`src/muldiv_pkg.sv`:
```
`default_nettype none

package muldiv_pkg;

	localparam int XLEN   = 64; // One data word.
	localparam int REG_AW = 5;  // 32 integer registers.
	localparam int OP_W   = 4;

	// ####################################################################
	// RV64M operation codes.
	// ####################################################################

	localparam logic [OP_W-1:0] OP_MUL    = 4'd0;
	localparam logic [OP_W-1:0] OP_MULH   = 4'd1;
	localparam logic [OP_W-1:0] OP_MULHSU = 4'd2;
	localparam logic [OP_W-1:0] OP_MULHU  = 4'd3;

	localparam logic [OP_W-1:0] OP_DIV    = 4'd4;
	localparam logic [OP_W-1:0] OP_DIVU   = 4'd5;
	localparam logic [OP_W-1:0] OP_REM    = 4'd6;
	localparam logic [OP_W-1:0] OP_REMU   = 4'd7;

	// Word variants.
	localparam logic [OP_W-1:0] OP_MULW   = 4'd8;
	localparam logic [OP_W-1:0] OP_DIVW   = 4'd9;
	localparam logic [OP_W-1:0] OP_DIVUW  = 4'd10;
	localparam logic [OP_W-1:0] OP_REMW   = 4'd11;
	localparam logic [OP_W-1:0] OP_REMUW  = 4'd12;

	// Codes 13 to 15 are not assigned.

endpackage

`default_nettype wire

```
`src/muldiv_req_if.sv`:
```
`timescale 1ns/1ps
`default_nettype none

interface muldiv_req_if;
	import muldiv_pkg::*;

	logic            start_mul;  // Single-cycle strobes.
	logic            start_div;
	logic [OP_W-1:0] op;
	logic [XLEN-1:0] src1;
	logic [XLEN-1:0] src2;

	logic            mul_done;
	logic [XLEN-1:0] mul_result;

	logic            div_done;
	logic [XLEN-1:0] div_result;
	logic            busy;       // Divider iterating.

	modport ctrl (output start_mul, start_div, op, src1, src2,
		input mul_done, mul_result, div_done, div_result, busy);
	modport mul (input start_mul, op, src1, src2, output mul_done, mul_result);
	modport div (input start_div, op, src1, src2, output div_done, div_result, busy);

endinterface

`default_nettype wire

```
`src/div_unit.sv`:
```
`timescale 1ns/1ps
`default_nettype none

module div_unit #(
	parameter int DIV_STEPS = 64
) (
	input  logic      CLK,
	input  logic      arst_n,
	input  logic      flush,
	muldiv_req_if.div req
);
	import muldiv_pkg::*;

	localparam int CNT_W = $clog2(DIV_STEPS + 1);
	localparam logic [CNT_W-1:0] LAST = CNT_W'(DIV_STEPS);
	localparam logic [XLEN-1:0] MIN_D = {1'b1, {(XLEN-1){1'b0}}};
	localparam logic [XLEN-1:0] MIN_W = {{(XLEN/2+1){1'b1}}, {(XLEN/2-1){1'b0}}};

	logic              is_w;
	logic              is_u;
	logic              is_rem;
	logic [XLEN-1:0]   a;
	logic [XLEN-1:0]   b;
	logic              a_neg;
	logic              b_neg;
	logic              dbz;
	logic              ovf;
	logic [XLEN-1:0]   spec_res;
	logic [XLEN:0]     part;
	logic              ge;
	logic [XLEN:0]     diff;
	logic [XLEN-1:0]   q_fix;
	logic [XLEN-1:0]   r_fix;

	logic              run_q;
	logic              done_q;
	logic [CNT_W-1:0]  cnt_q;
	logic [2*XLEN-1:0] rq_q;     // {remainder, quotient}.
	logic [XLEN-1:0]   dvsr_q;
	logic              q_neg_q;
	logic              r_neg_q;
	logic              w_q;
	logic              rem_q;
	logic [XLEN-1:0]   res_q;

	function automatic logic [XLEN-1:0] word_ext(input logic w, input logic [XLEN-1:0] v);
		return w ? {{(XLEN/2){v[XLEN/2-1]}}, v[XLEN/2-1:0]} : v;
	endfunction

	// ####################################################################
	// Request decode and special cases.
	// ####################################################################

	assign is_w   = (req.op == OP_DIVW) | (req.op == OP_DIVUW) | (req.op == OP_REMW)
		| (req.op == OP_REMUW);
	assign is_u   = (req.op == OP_DIVU) | (req.op == OP_REMU) | (req.op == OP_DIVUW)
		| (req.op == OP_REMUW);
	assign is_rem = (req.op == OP_REM) | (req.op == OP_REMU) | (req.op == OP_REMW)
		| (req.op == OP_REMUW);

	always_comb begin
		a = req.src1;
		b = req.src2;
		if (is_w && is_u) begin
			a = {{(XLEN/2){1'b0}}, req.src1[XLEN/2-1:0]};
			b = {{(XLEN/2){1'b0}}, req.src2[XLEN/2-1:0]};
		end else if (is_w) begin
			a = word_ext(1'b1, req.src1);
			b = word_ext(1'b1, req.src2);
		end
	end

	assign a_neg = ~is_u & a[XLEN-1];
	assign b_neg = ~is_u & b[XLEN-1];
	assign dbz   = (b == '0);
	assign ovf   = ~is_u & (&b) & (a == (is_w ? MIN_W : MIN_D));

	// Zero divisor gives all ones or the dividend and overflow gives MIN or zero.
	assign spec_res = word_ext(is_w, is_rem ? (dbz ? a : '0) : (dbz ? '1 : a));

	// ####################################################################
	// One restoring step per cycle.
	// ####################################################################

	assign part = rq_q[2*XLEN-1:XLEN-1];
	assign ge   = (part >= {1'b0, dvsr_q});
	assign diff = part - {1'b0, dvsr_q};

	assign q_fix = q_neg_q ? -rq_q[XLEN-1:0] : rq_q[XLEN-1:0];
	assign r_fix = r_neg_q ? -rq_q[2*XLEN-1:XLEN] : rq_q[2*XLEN-1:XLEN]; // Dividend sign.

	always_ff @(posedge CLK or negedge arst_n) begin
		if (!arst_n) begin
			run_q  <= 1'b0;
			done_q <= 1'b0;
			cnt_q  <= '0;
		end else begin
			done_q <= 1'b0;
			if (flush) begin
				run_q <= 1'b0; // Back to idle.
			end else if (req.start_div) begin
				cnt_q <= '0;
				if (dbz || ovf) begin
					done_q <= 1'b1;
				end else begin
					run_q <= 1'b1;
				end
			end else if (run_q) begin
				if (cnt_q == LAST) begin
					run_q  <= 1'b0;
					done_q <= 1'b1;
				end else begin
					cnt_q <= cnt_q + 1'b1;
				end
			end
		end
	end

	always_ff @(posedge CLK) begin
		if (req.start_div) begin
			rq_q    <= {{XLEN{1'b0}}, (a_neg ? -a : a)};
			dvsr_q  <= b_neg ? -b : b;
			q_neg_q <= a_neg ^ b_neg;
			r_neg_q <= a_neg;
			w_q     <= is_w;
			rem_q   <= is_rem;
			res_q   <= spec_res;
		end else if (run_q) begin
			if (cnt_q == LAST) begin
				res_q <= word_ext(w_q, rem_q ? r_fix : q_fix);
			end else begin
				rq_q <= {(ge ? diff[XLEN-1:0] : part[XLEN-1:0]), rq_q[XLEN-2:0], ge};
			end
		end
	end

	assign req.div_done   = done_q;
	assign req.div_result = res_q;
	assign req.busy       = run_q;

endmodule

`default_nettype wire

```
`src/flat_wrapper.sv`:
```
// flat-port wrapper written by rule: the top's interface ports become plain ports
module div_unit_flat import muldiv_pkg::*;
#(
	parameter int DIV_STEPS = 64
)
  (CLK, arst_n, flush, req_start_div, req_op, req_src1, req_src2, req_div_done, req_div_result, req_busy);
  muldiv_req_if req_i ();
  input  logic CLK;
  input  logic arst_n;
  input  logic flush;
  input wire logic [$bits(req_i.start_div)-1:0] req_start_div;
  input wire logic [$bits(req_i.op)-1:0] req_op;
  input wire logic [$bits(req_i.src1)-1:0] req_src1;
  input wire logic [$bits(req_i.src2)-1:0] req_src2;
  output wire logic [$bits(req_i.div_done)-1:0] req_div_done;
  output wire logic [$bits(req_i.div_result)-1:0] req_div_result;
  output wire logic [$bits(req_i.busy)-1:0] req_busy;
  assign req_i.start_div = req_start_div;
  assign req_i.op = req_op;
  assign req_i.src1 = req_src1;
  assign req_i.src2 = req_src2;
  assign req_div_done = req_i.div_done;
  assign req_div_result = req_i.div_result;
  assign req_busy = req_i.busy;
  div_unit #(.DIV_STEPS(DIV_STEPS)) u_core (.CLK(CLK), .arst_n(arst_n), .flush(flush), .req(req_i));
endmodule
```
`config.mk`:
```
export PLATFORM = sky130hd
export DESIGN_NAME = div_unit_flat
export DESIGN_NICKNAME = d
export VERILOG_FILES = /design/src/muldiv_pkg.sv /design/src/muldiv_req_if.sv /design/src/div_unit.sv /design/src/flat_wrapper.sv
export SDC_FILE = /design/constraint.sdc
export NUM_CORES = 1
export LEC_CHECK = 0
export ABC_AREA = 1
export ABC_CLOCK_PERIOD_IN_PS = 5300
export BUFFER_PORTS_ARGS = -buffer_cell sky130_fd_sc_hd__buf_2
export CAP_MARGIN = 20
export CELL_PAD_IN_SITES_DETAIL_PLACEMENT = 0
export CELL_PAD_IN_SITES_GLOBAL_PLACEMENT = 2
export CORE_UTILIZATION = 30
export CTS_CLUSTER_SIZE = 10
export DETAILED_ROUTE_END_ITERATION = 8
export HOLD_SLACK_MARGIN = 0.08
export PLACE_DENSITY_LB_ADDON = 0.1
export SETUP_SLACK_MARGIN = 0.02
export SLEW_MARGIN = 20
export SYNTH_ARGS = -nofsm -noshare
export SYNTH_HDL_FRONTEND = slang
export SYNTH_SLANG_ARGS = --single-unit
```
`constraint.sdc`:
```
create_clock -name CLK -period 5.3 [get_ports CLK]
set_input_delay 0.265 -clock CLK [delete_from_list [all_inputs] [get_ports CLK]]
set_output_delay 0.265 -clock CLK [all_outputs]
set_load 0.03 [all_outputs]
```
==> out/results.tsv <==
metric	value	unit
crit_path_frequent_cell	nand2_1	
slew_violations	0	
diodes	0	
root_buffer	clkbuf_16	
cp_slowest_cell	o21bai_1	
min_period	3700	ps
dp_cells	5750	
die-height	302	um
finalNonFillerCells	5867	
ir_drop	0.000236	V
yosys_register_bits	269	
dieArea	91400	um2
io_buffer_count	201	
cts_sinks	269	
cts_buffer_depth	3	
worstSetupPathType	flip-flop to flip-flop	
final.setup.tns	0	ps
io_pins	202	
leakage	15.1	nW
route.detailed.drc	0	
nFillCells	10200	
hold_viol	0	
slowest_delay	590	ps
powerDensity	259	nW/um2
finalSetupViolCount	0	
multiInputGateArea	17000	um2
cts_made_buffers	39	
synth_fa_ha_area_frac	0.0336	
ys_types	53	
synth_top_family_by_area	simple AND/OR/NAND/NOR gates	
drive_above_1_share	0.0787	
cp-endpoint	u_core.rq_q[92]	
cts_tree	yes	
syn-cell-area	27100	um2
drt-pass1-iter-count	9	
clk_pin_slew_worst_paths	70	ps
endpoint_kind	flip-flop	
worstHoldPathType	primary input to flip-flop	
area_growth	14.7	%
die_w	302	um
power	8.04	mW
cp.arrival	4130	ps
detailedRoute.firstIterationViolations	3120	
synth_ff_type	edfxtp_1	
grt_overflow	0	
utilization	0.349	
vias	30700	
dpl_cell_area	29200	um2
start_util	0.304	
cp_max_fo	4	
post_cts_buffers	0	
cts.htree.levels	2	
stdcell_area	31100	um2
hold_slack	107	ps
yosysWarnings	0	
synth.mux.area_fraction	0	
synth_edf_count	196	
period_share	0.698	
startpoint	u_core.rq_q[63]	
r2r_setup_slack	1600	ps
cts_resized	0	
syn_inst	4499	
yosysSeqAreaShare	0.273	
row_count	109	
status	finished clean	
wl	139000	um
grt_max_degree	71	
first_global_vias	29200	
worst_pin_slew	1220	ps
fmax	270	MHz
rr_worst_depth	12	
core	88900	um2
fin_ws	1600	ps
maxCapViolCount	0	
rr_startpoint	u_core.rq_q[63]	
seqCellArea	7390	um2
dp_hpwl	114000	um
synth.avg_cell_area	6.02	um2
track_usage	0.299	
ant_nets	0	
synth_xor_area_frac	0.0511	
routedWlPerCell	23.7	um
start_kind	flip-flop	
crit_required	5730	ps
r2r_end	u_core.rq_q[92]	
nets	4880	
ys_async_sr_fraction	0.0335	
clock_skew	41.2	ps
viasPerCell	5.23	
yosys.area_share.simple	0.404	
relSlewSlack	0.181	
clk_latency	600	ps
antenna_found_initial	5	
synth.net_count	4707	
synth-compound-area-share	0.139	
place_congestion	0.963	
layout_commonest_cell	nand2_1	
rsz0062_at_grt	no	
grt_pass1_wl	201000	um
final_cell_mix	nand2_1, nor2_1, inv_1	
dpl_worst_slack	1200	ps
crit_chain	inv_1, ha_1, fa_1, o21ai_0, a21oi_1, o21bai_1, nand2_1, nand2_1, xor2_1, nand2_1, nand3_1, o21ai_0	
==> per-layer routing <==
metal  up-vias  share of wire  GRT usage
met5         -       0.000094          0
met4         2          0.017     0.0535
met3       105          0.063     0.0417
met2      1041           0.42      0.449
met1     14500           0.50      0.454
li1      15000              -          -
==> worst max-delay path: cells and delay by family (launching register included) <==
kind / cells / cell delay [ps]
AOI/OAI and AO/OA: 4 / 1350
xor gates and xnor gates: 1 / 450
DFF: 1 / 350
and+or+nand+nor: 4 / 540
buffers and inverters: 1 / 150
adders and majority gates: 2 / 690
==> kinds of logic (layout without fill, tap and decap cells) <==
logic type / after synthesis / after routing
fa+ha+maj: 72 / 72
flops: 269 / 269
xor+xnor: 158 / 158
simple gates: 2624 / 2624
buf+inv: 685 / 888
compound gates: 691 / 691
==> timing repair <==
item,4_1_cts,5_1_grt
hold buffers,46,0
setup endpoints to repair,0,0
endpoints found under the hold margin,58,0
==> state kept, by name, summed over array words and instances, names as in the netlist, 7 cells and up <==
| signal | count |
|---|---|
| u_core.cnt_q | 7 |
| u_core.dvsr_q | 64 |
| u_core.req.div_result | 64 |
| u_core.rq_q | 128 |
==> where the power goes <==
| group | total (mW) | internal (mW) | leakage (nW) | switching (mW) |
|---|---|---|---|---|
| Sequential | 2.77 | 2.55 | 2.61 | 0.219 |
| Combinational | 2.47 | 0.683 | 11.9 | 1.78 |
| Clock | 2.81 | 1.69 | 0.664 | 1.12 |
==> worst min path at each step <==
stage,startpoint,endpoint,slack [ps],cells past startpoint
finish,req_src1[20],u_core.req.div_result[20],110,3
CTS,req_src1[20],u_core.req.div_result[20],80,3
detailed placement,arst_n,u_core.cnt_q[2],150,1
global placement,arst_n,u_core.cnt_q[0],150,1
global route,req_src2[16],u_core.dvsr_q[16],110,3
floorplan,arst_n,u_core.cnt_q[0],-30,0
==> synthesized netlist by cell type (6+ instances only) <==
cell,instances,share of area
a21o_1,10,0.0028
a21oi_1,192,0.035
a31oi_1,11,0.0025
buf_1,21,0.0029
buf_2,39,0.0072
buf_6,9,0.0037
clkbuf_1,89,0.012
dfrtp_1,9,0.0083
dfxtp_1,64,0.047
edfxtp_1,196,0.22
ha_1,71,0.033
inv_1,519,0.072
nand2_1,1432,0.20
nand3_1,395,0.073
nand3_2,7,0.0026
nand3b_1,20,0.0055
nand4_1,69,0.016
nor2_1,570,0.079
nor2_2,7,0.0016
nor3_1,82,0.015
nor3b_1,7,0.0019
nor4_1,10,0.0023
o211ai_1,32,0.0089
o21a_1,7,0.0019
o21ai_0,311,0.058
o21ai_1,72,0.013
o21ai_2,13,0.0042
o21bai_1,16,0.0044
o31ai_1,12,0.0033
or2_2,6,0.0014
xnor2_1,48,0.016
xor2_1,110,0.036
==> area by class of cell <==
class | instances | share of cell area
Clock buffer | 52 | 0.0346
Clock inverter | 19 | 0.00927
Inverter | 524 | 0.0635
Multi-Input combinational cell | 3545 | 0.548
Sequential cell | 269 | 0.238
Tap cell | 1165 | 0.0469
Timing Repair Buffer | 293 | 0.0594
Note: power is estimated with default switching activity, not from simulation.
