**config.mk**
```make
export PLATFORM = sky130hd
export DESIGN_NAME = muldiv_exec_flat
export DESIGN_NICKNAME = d
export VERILOG_FILES = /design/src/muldiv_pkg.sv /design/src/muldiv_req_if.sv /design/src/muldiv_exec.sv /design/src/flat_wrapper.sv
export SDC_FILE = /design/constraint.sdc
export NUM_CORES = 1
export LEC_CHECK = 0
export BUFFER_PORTS_ARGS = -buffer_cell sky130_fd_sc_hd__clkbuf_2
export CORE_AREA = 2 2 218 220
export DETAILED_ROUTE_END_ITERATION = 8
export DIE_AREA = 0 0 220 222
export SYNTH_ARGS = -nofsm -noshare
export SYNTH_HDL_FRONTEND = slang
export SYNTH_SLANG_ARGS = --single-unit
```
**constraint.sdc**
```tcl
create_clock -name CLK -period 7.1 [get_ports CLK]
set_input_delay 1.065 -clock CLK [delete_from_list [all_inputs] [get_ports CLK]]
set_output_delay 1.065 -clock CLK [all_outputs]
set_load 0.005 [all_outputs]
```
**src/muldiv_pkg.sv**
```systemverilog
`default_nettype none

package muldiv_pkg;

	localparam int XLEN   = 64; // One data word.
	localparam int REG_AW = 5;  // 32 integer registers.
	localparam int OP_W   = 4;

	// ####################################################################
	// RV64M operation codes.
	// ####################################################################

	localparam logic [OP_W-1:0] OP_MUL    = 4'd0;
	localparam logic [OP_W-1:0] OP_MULH   = 4'd1;
	localparam logic [OP_W-1:0] OP_MULHSU = 4'd2;
	localparam logic [OP_W-1:0] OP_MULHU  = 4'd3;

	localparam logic [OP_W-1:0] OP_DIV    = 4'd4;
	localparam logic [OP_W-1:0] OP_DIVU   = 4'd5;
	localparam logic [OP_W-1:0] OP_REM    = 4'd6;
	localparam logic [OP_W-1:0] OP_REMU   = 4'd7;

	// Word variants.
	localparam logic [OP_W-1:0] OP_MULW   = 4'd8;
	localparam logic [OP_W-1:0] OP_DIVW   = 4'd9;
	localparam logic [OP_W-1:0] OP_DIVUW  = 4'd10;
	localparam logic [OP_W-1:0] OP_REMW   = 4'd11;
	localparam logic [OP_W-1:0] OP_REMUW  = 4'd12;

	// Codes 13 to 15 are not assigned.

endpackage

`default_nettype wire

```
**src/muldiv_req_if.sv**
```systemverilog
`timescale 1ns/1ps
`default_nettype none

interface muldiv_req_if;
	import muldiv_pkg::*;

	logic            start_mul;  // Single-cycle strobes.
	logic            start_div;
	logic [OP_W-1:0] op;
	logic [XLEN-1:0] src1;
	logic [XLEN-1:0] src2;

	logic            mul_done;
	logic [XLEN-1:0] mul_result;

	logic            div_done;
	logic [XLEN-1:0] div_result;
	logic            busy;       // Divider iterating.

	modport ctrl (output start_mul, start_div, op, src1, src2,
		input mul_done, mul_result, div_done, div_result, busy);
	modport mul (input start_mul, op, src1, src2, output mul_done, mul_result);
	modport div (input start_div, op, src1, src2, output div_done, div_result, busy);

endinterface

`default_nettype wire

```
**src/muldiv_exec.sv**
```systemverilog
`timescale 1ns/1ps
`default_nettype none

module muldiv_exec (
	input  logic                          CLK,
	input  logic                          arst_n,
	input  logic                          flush,
	input  logic                          issue_valid,
	output logic                          issue_ready,
	input  logic [muldiv_pkg::OP_W-1:0]   issue_op,
	input  logic [muldiv_pkg::REG_AW-1:0] issue_rs1,
	input  logic [muldiv_pkg::REG_AW-1:0] issue_rs2,
	input  logic [muldiv_pkg::REG_AW-1:0] issue_rd,
	output logic [muldiv_pkg::REG_AW-1:0] rf_raddr_a,
	output logic [muldiv_pkg::REG_AW-1:0] rf_raddr_b,
	input  logic [muldiv_pkg::XLEN-1:0]   rf_rdata_a,
	input  logic [muldiv_pkg::XLEN-1:0]   rf_rdata_b,
	output logic                          rf_we,
	output logic [muldiv_pkg::REG_AW-1:0] rf_waddr,
	output logic [muldiv_pkg::XLEN-1:0]   rf_wdata,
	output logic                          wb_valid,
	output logic [muldiv_pkg::REG_AW-1:0] wb_rd,
	output logic [muldiv_pkg::XLEN-1:0]   wb_data,
	muldiv_req_if.ctrl                    req
);
	import muldiv_pkg::*;

	logic              fire;
	logic              is_mul_op;
	logic              is_div_op;
	logic              done_any;
	logic [XLEN-1:0]   done_data;
	logic              div_pend_q; // Divide accepted with its result still pending.
	logic              wb_div_q;
	logic [REG_AW-1:0] rd_q;

	always_comb begin
		is_mul_op = 1'b0;
		is_div_op = 1'b0;
		case (issue_op)
			OP_MUL, OP_MULH, OP_MULHSU, OP_MULHU, OP_MULW: is_mul_op = 1'b1;
			OP_DIV, OP_DIVU, OP_REM, OP_REMU,
			OP_DIVW, OP_DIVUW, OP_REMW, OP_REMUW:          is_div_op = 1'b1;
			default: ; // Unused codes vanish.
		endcase
	end

	assign issue_ready = ~flush & ~div_pend_q & ~req.busy;
	assign fire        = issue_valid & issue_ready;

	// Operands come straight from the register file.
	assign rf_raddr_a    = issue_rs1;
	assign rf_raddr_b    = issue_rs2;
	assign req.op        = issue_op;
	assign req.src1      = rf_rdata_a;
	assign req.src2      = rf_rdata_b;
	assign req.start_mul = fire & is_mul_op;
	assign req.start_div = fire & is_div_op;

	// ####################################################################
	// Writeback merge.
	// ####################################################################

	assign done_any  = req.mul_done | req.div_done; // Never both at once.
	assign done_data = req.div_done ? req.div_result : req.mul_result;

	assign rf_we    = done_any & ~flush;
	assign rf_waddr = rd_q;
	assign rf_wdata = done_data;

	always_ff @(posedge CLK or negedge arst_n) begin
		if (!arst_n) begin
			wb_valid   <= 1'b0;
			wb_div_q   <= 1'b0;
			div_pend_q <= 1'b0;
		end else begin
			wb_valid <= done_any & ~flush;
			wb_div_q <= req.div_done & ~flush;
			if (flush) begin
				div_pend_q <= 1'b0;
			end else if (req.start_div) begin
				div_pend_q <= 1'b1;
			end else if (wb_valid && wb_div_q) begin
				div_pend_q <= 1'b0; // Ready again after the divide's writeback.
			end
		end
	end

	always_ff @(posedge CLK) begin
		if (fire) begin
			rd_q <= issue_rd;
		end
		if (done_any) begin
			wb_rd   <= rd_q;
			wb_data <= done_data;
		end
	end

endmodule

`default_nettype wire

```
**src/flat_wrapper.sv**
```systemverilog
// flat-port wrapper written by rule: the top's interface ports become plain ports
module muldiv_exec_flat import muldiv_pkg::*;
  (CLK, arst_n, flush, issue_valid, issue_ready, issue_op, issue_rs1, issue_rs2, issue_rd, rf_raddr_a, rf_raddr_b, rf_rdata_a, rf_rdata_b, rf_we, rf_waddr, rf_wdata, wb_valid, wb_rd, wb_data, req_start_mul, req_start_div, req_op, req_src1, req_src2, req_mul_done, req_mul_result, req_div_done, req_div_result, req_busy);
  muldiv_req_if req_i ();
  input  logic CLK;
  input  logic arst_n;
  input  logic flush;
  input  logic issue_valid;
  output logic issue_ready;
  input  logic [muldiv_pkg::OP_W-1:0] issue_op;
  input  logic [muldiv_pkg::REG_AW-1:0] issue_rs1;
  input  logic [muldiv_pkg::REG_AW-1:0] issue_rs2;
  input  logic [muldiv_pkg::REG_AW-1:0] issue_rd;
  output logic [muldiv_pkg::REG_AW-1:0] rf_raddr_a;
  output logic [muldiv_pkg::REG_AW-1:0] rf_raddr_b;
  input  logic [muldiv_pkg::XLEN-1:0] rf_rdata_a;
  input  logic [muldiv_pkg::XLEN-1:0] rf_rdata_b;
  output logic rf_we;
  output logic [muldiv_pkg::REG_AW-1:0] rf_waddr;
  output logic [muldiv_pkg::XLEN-1:0] rf_wdata;
  output logic wb_valid;
  output logic [muldiv_pkg::REG_AW-1:0] wb_rd;
  output logic [muldiv_pkg::XLEN-1:0] wb_data;
  output wire logic [$bits(req_i.start_mul)-1:0] req_start_mul;
  output wire logic [$bits(req_i.start_div)-1:0] req_start_div;
  output wire logic [$bits(req_i.op)-1:0] req_op;
  output wire logic [$bits(req_i.src1)-1:0] req_src1;
  output wire logic [$bits(req_i.src2)-1:0] req_src2;
  input wire logic [$bits(req_i.mul_done)-1:0] req_mul_done;
  input wire logic [$bits(req_i.mul_result)-1:0] req_mul_result;
  input wire logic [$bits(req_i.div_done)-1:0] req_div_done;
  input wire logic [$bits(req_i.div_result)-1:0] req_div_result;
  input wire logic [$bits(req_i.busy)-1:0] req_busy;
  assign req_start_mul = req_i.start_mul;
  assign req_start_div = req_i.start_div;
  assign req_op = req_i.op;
  assign req_src1 = req_i.src1;
  assign req_src2 = req_i.src2;
  assign req_i.mul_done = req_mul_done;
  assign req_i.mul_result = req_mul_result;
  assign req_i.div_done = req_div_done;
  assign req_i.div_result = req_div_result;
  assign req_i.busy = req_busy;
  muldiv_exec u_core (.CLK(CLK), .arst_n(arst_n), .flush(flush), .issue_valid(issue_valid), .issue_ready(issue_ready), .issue_op(issue_op), .issue_rs1(issue_rs1), .issue_rs2(issue_rs2), .issue_rd(issue_rd), .rf_raddr_a(rf_raddr_a), .rf_raddr_b(rf_raddr_b), .rf_rdata_a(rf_rdata_a), .rf_rdata_b(rf_rdata_b), .rf_we(rf_we), .rf_waddr(rf_waddr), .rf_wdata(rf_wdata), .wb_valid(wb_valid), .wb_rd(wb_rd), .wb_data(wb_data), .req(req_i));
endmodule
```
==> results.yml <==
yosys:
  synth-seq-cells: 77
  synth_edf_count: 74
  synthCells: 306
  synthFlopType: "edfxtp_1"
  netlist_area_sq_um: 4250
  avgSynthCellArea_sq_um: 13.9
  synth_largest_area_cell: "edfxtp_1"
  synth_nets: 588
  ys_async_sr_fraction: 0.0390
  synth_seq_area_share: 0.540
  netlist-cell-type-count: 21
  synth_area_leaders: "edfxtp_1 (52%), buf_4 (25%), mux2_2 (16%)"
  yosys_warnings: 0
  synth_top_area_frac: 0.523
route:
  num_vias: 2924
  wl_um: 20600
  wl_met1_um: 5740
  drt_pass1_iterations: 4
  drtAntennaViolNets: 0
  drtIter0Drc: 111
  top_layer_used: "met5"
  wl_met3_um: 3010
  drc: 0
  wl_per_cell_um: 19.2
  viasPerCell: 2.73
  dr_wl_met2_um: 11100
cts:
  cts_hold_buf: 0
  cts.reportedPaths.clkPinSlew_ps: 60
  cts_buffers: 9
  clock_latency_ps: 350
  cts_tree: "yes"
  clkSinkCount: 77
  h-tree-depth: 3
  cts_root_buf: "clkbuf_16"
  clock_tree.buffer_depth: 2
  cts.repair.resized: 0
  cts_setup_buffers: 0
global_routing:
  grt_usage: 0.0787
  antenna_found_initial: 4
  grt_pass1_vias: 2896
  grt_pass1_wl_um: 24800
  grt_max_degree: 67
  grt-ovfl-total: 0
timing:
  setup_tns_ps: 0
  clock.fmax_mhz: 276
  tightest_slew_ps: 933
  relSlewSlack: 0.378
  finalHoldViolations: 0
  fin_crit_ps: 3620
  fin_crit_sh: 0.510
  setup_ws_ps: 3480
  finalSetupViolCount: 0
  maxSlewViolCount: 0
  finClkSkew_ps: 4.67
  rsz0062_at_grt: "no"
layout:
  final_cells: 1071
  fill_cells: 5220
  area_growth_pct: 31.9
  fin_nets: 741
  drive_above_1_share: 0.799
setup_path:
  crit_fanout: 66
  worstSetupPathType: "in2out"
  crit_slowest_cell: "buf_4"
  cp-end-kind: "output port"
  start_kind: "primary input"
  reg2reg_from: "u_core.div_pend_q"
  path_cells: "buf_4 > or2_4 > and2b_2 > clkbuf_2"
  cp.arrival_ps: 2560
  worstPathRequired_ps: 6030
  slowest_delay_ps: 670
  worstSetupStartpoint: "req_div_done"
min_path:
  hold_class: "reg2reg"
  min_from: "u_core.rf_waddr[4]"
floorplan:
  row_count: 79
  die_h_um: 222
  core-area_sq_um: 46300
  dieWidth_um: 220
  start_util: 0.0919
  die-area_sq_um: 48800
  pin_count: 567
place:
  gp_congestion: 0.690
  placed_cells: 1055
  dpl_worst_slack_ps: 3450
  hpwl_um: 18000
  place.port_buffers: 290
power:
  power.leakage_nw: 2.41
  max-vdd-ir-drop_mv: 0.114
  cellPowerDensity_nw_per_um2: 210
flow_run:
  timing.max_cap.violations: 0
outcome:
  status: "finished, final reports clean"
## cell families (layout without fill, tap and decap cells)
family          after synthesis  after routing  share of synthesized area
mux                          64             64                      0.170
compound gates                5              5                    0.00883
flops                        77             77                      0.540
simple gates                  9              9                     0.0138
buf+inv                     151            308                      0.267
other cells                   0              1                          0
## layer usage
metal,track usage,up-vias
met4,0.0401,6
met1,0.0563,1301
met2,0.154,311
met5,0,-
li1,-,1228
met3,0.0484,78
## final timing paths
path	to	slack [ps]	cells past startpoint
max reg2reg	u_core.div_pend_q	5840	5
min in group asynchronous	u_core.wb_valid	500	1
max	rf_we	3480	4
max in group asynchronous	u_core.div_pend_q	6490	1
min	u_core.wb_rd[4]	470	0
min reg2reg	u_core.wb_rd[4]	470	0
## cells in the final DEF, fill, tap and decap left out
cell,Yosys,routed
a211oi_2,1,1
nor3_1,1,1
or2_4,0,1
nand2_2,1,1
clkinvlp_4,0,2
nor3_2,1,1
clkbuf_16,0,9
nor2_1,1,1
a21oi_1,2,2
diode_2,0,1
buf_4,143,2
a21boi_0,1,1
clkbuf_2,0,289
inv_1,1,1
mux2_2,60,60
inv_2,1,1
o21a_1,1,1
nand2_1,1,1
dfrtp_1,3,3
clkinv_2,0,1
clkinv_1,0,3
mux2_1,4,4
and2b_2,2,2
edfxtp_1,74,74
nand2b_1,1,1
## synth_stat cells (2+ instances only)
library cell	n
dfrtp_1	3
mux2_1	4
buf_2	2
mux2_2	60
buf_6	4
and2b_2	2
edfxtp_1	74
buf_4	143
a21oi_1	2
## power by group
part	internal [mW]	switching, mW	leakage [nW]
Combinational	0.102	0.101	1.51
Sequential	0.550	0.0151	0.788
Clock	0.230	0.180	0.120
## layout make-up
| class | instances | area (sq um) | area share |
|---|---|---|---|
| clock inverter | 6 | 31.3 | 0.00558 |
| timing repair buffer | 291 | 1460 | 0.261 |
| clock buffer | 9 | 225 | 0.0402 |
| multi-input combinational | 78 | 820 | 0.146 |
| tap | 607 | 759 | 0.136 |
| sequential | 77 | 2300 | 0.410 |
| antenna | 1 | 2.50 | 0.000447 |
| inverter | 2 | 7.51 | 0.00134 |
## sequential cells by signal, indices dropped and copies added (netlist names)
signal             flops
u_core.div_pend_q      1
u_core.rf_waddr        5
u_core.wb_data        64
u_core.wb_div_q        1
u_core.wb_rd           5
u_core.wb_valid        1
## per-stage QoR
stage | util | instance area, sq um | power [mW] | hold slack [ps]
6_report | 0.121 | 5600 | 1.18 | 466
3_5_place_dp | 0.116 | 5350 | 0.786 | 460
2_1_floorplan | - | 4250 | 0.701 | 452
3_3_place_gp | 0.116 | 5350 | 0.784 | 434
4_1_cts | 0.121 | 5600 | 1.21 | 469
5_1_grt | 0.121 | 5600 | 1.25 | 474
## worst max-delay path: cells and delay by family
kind                   cells  cell delay [ps]
AND/OR/NAND/NOR            2              620
buffers and inverters      2              780
Note: power is estimated with default switching activity, not from simulation.
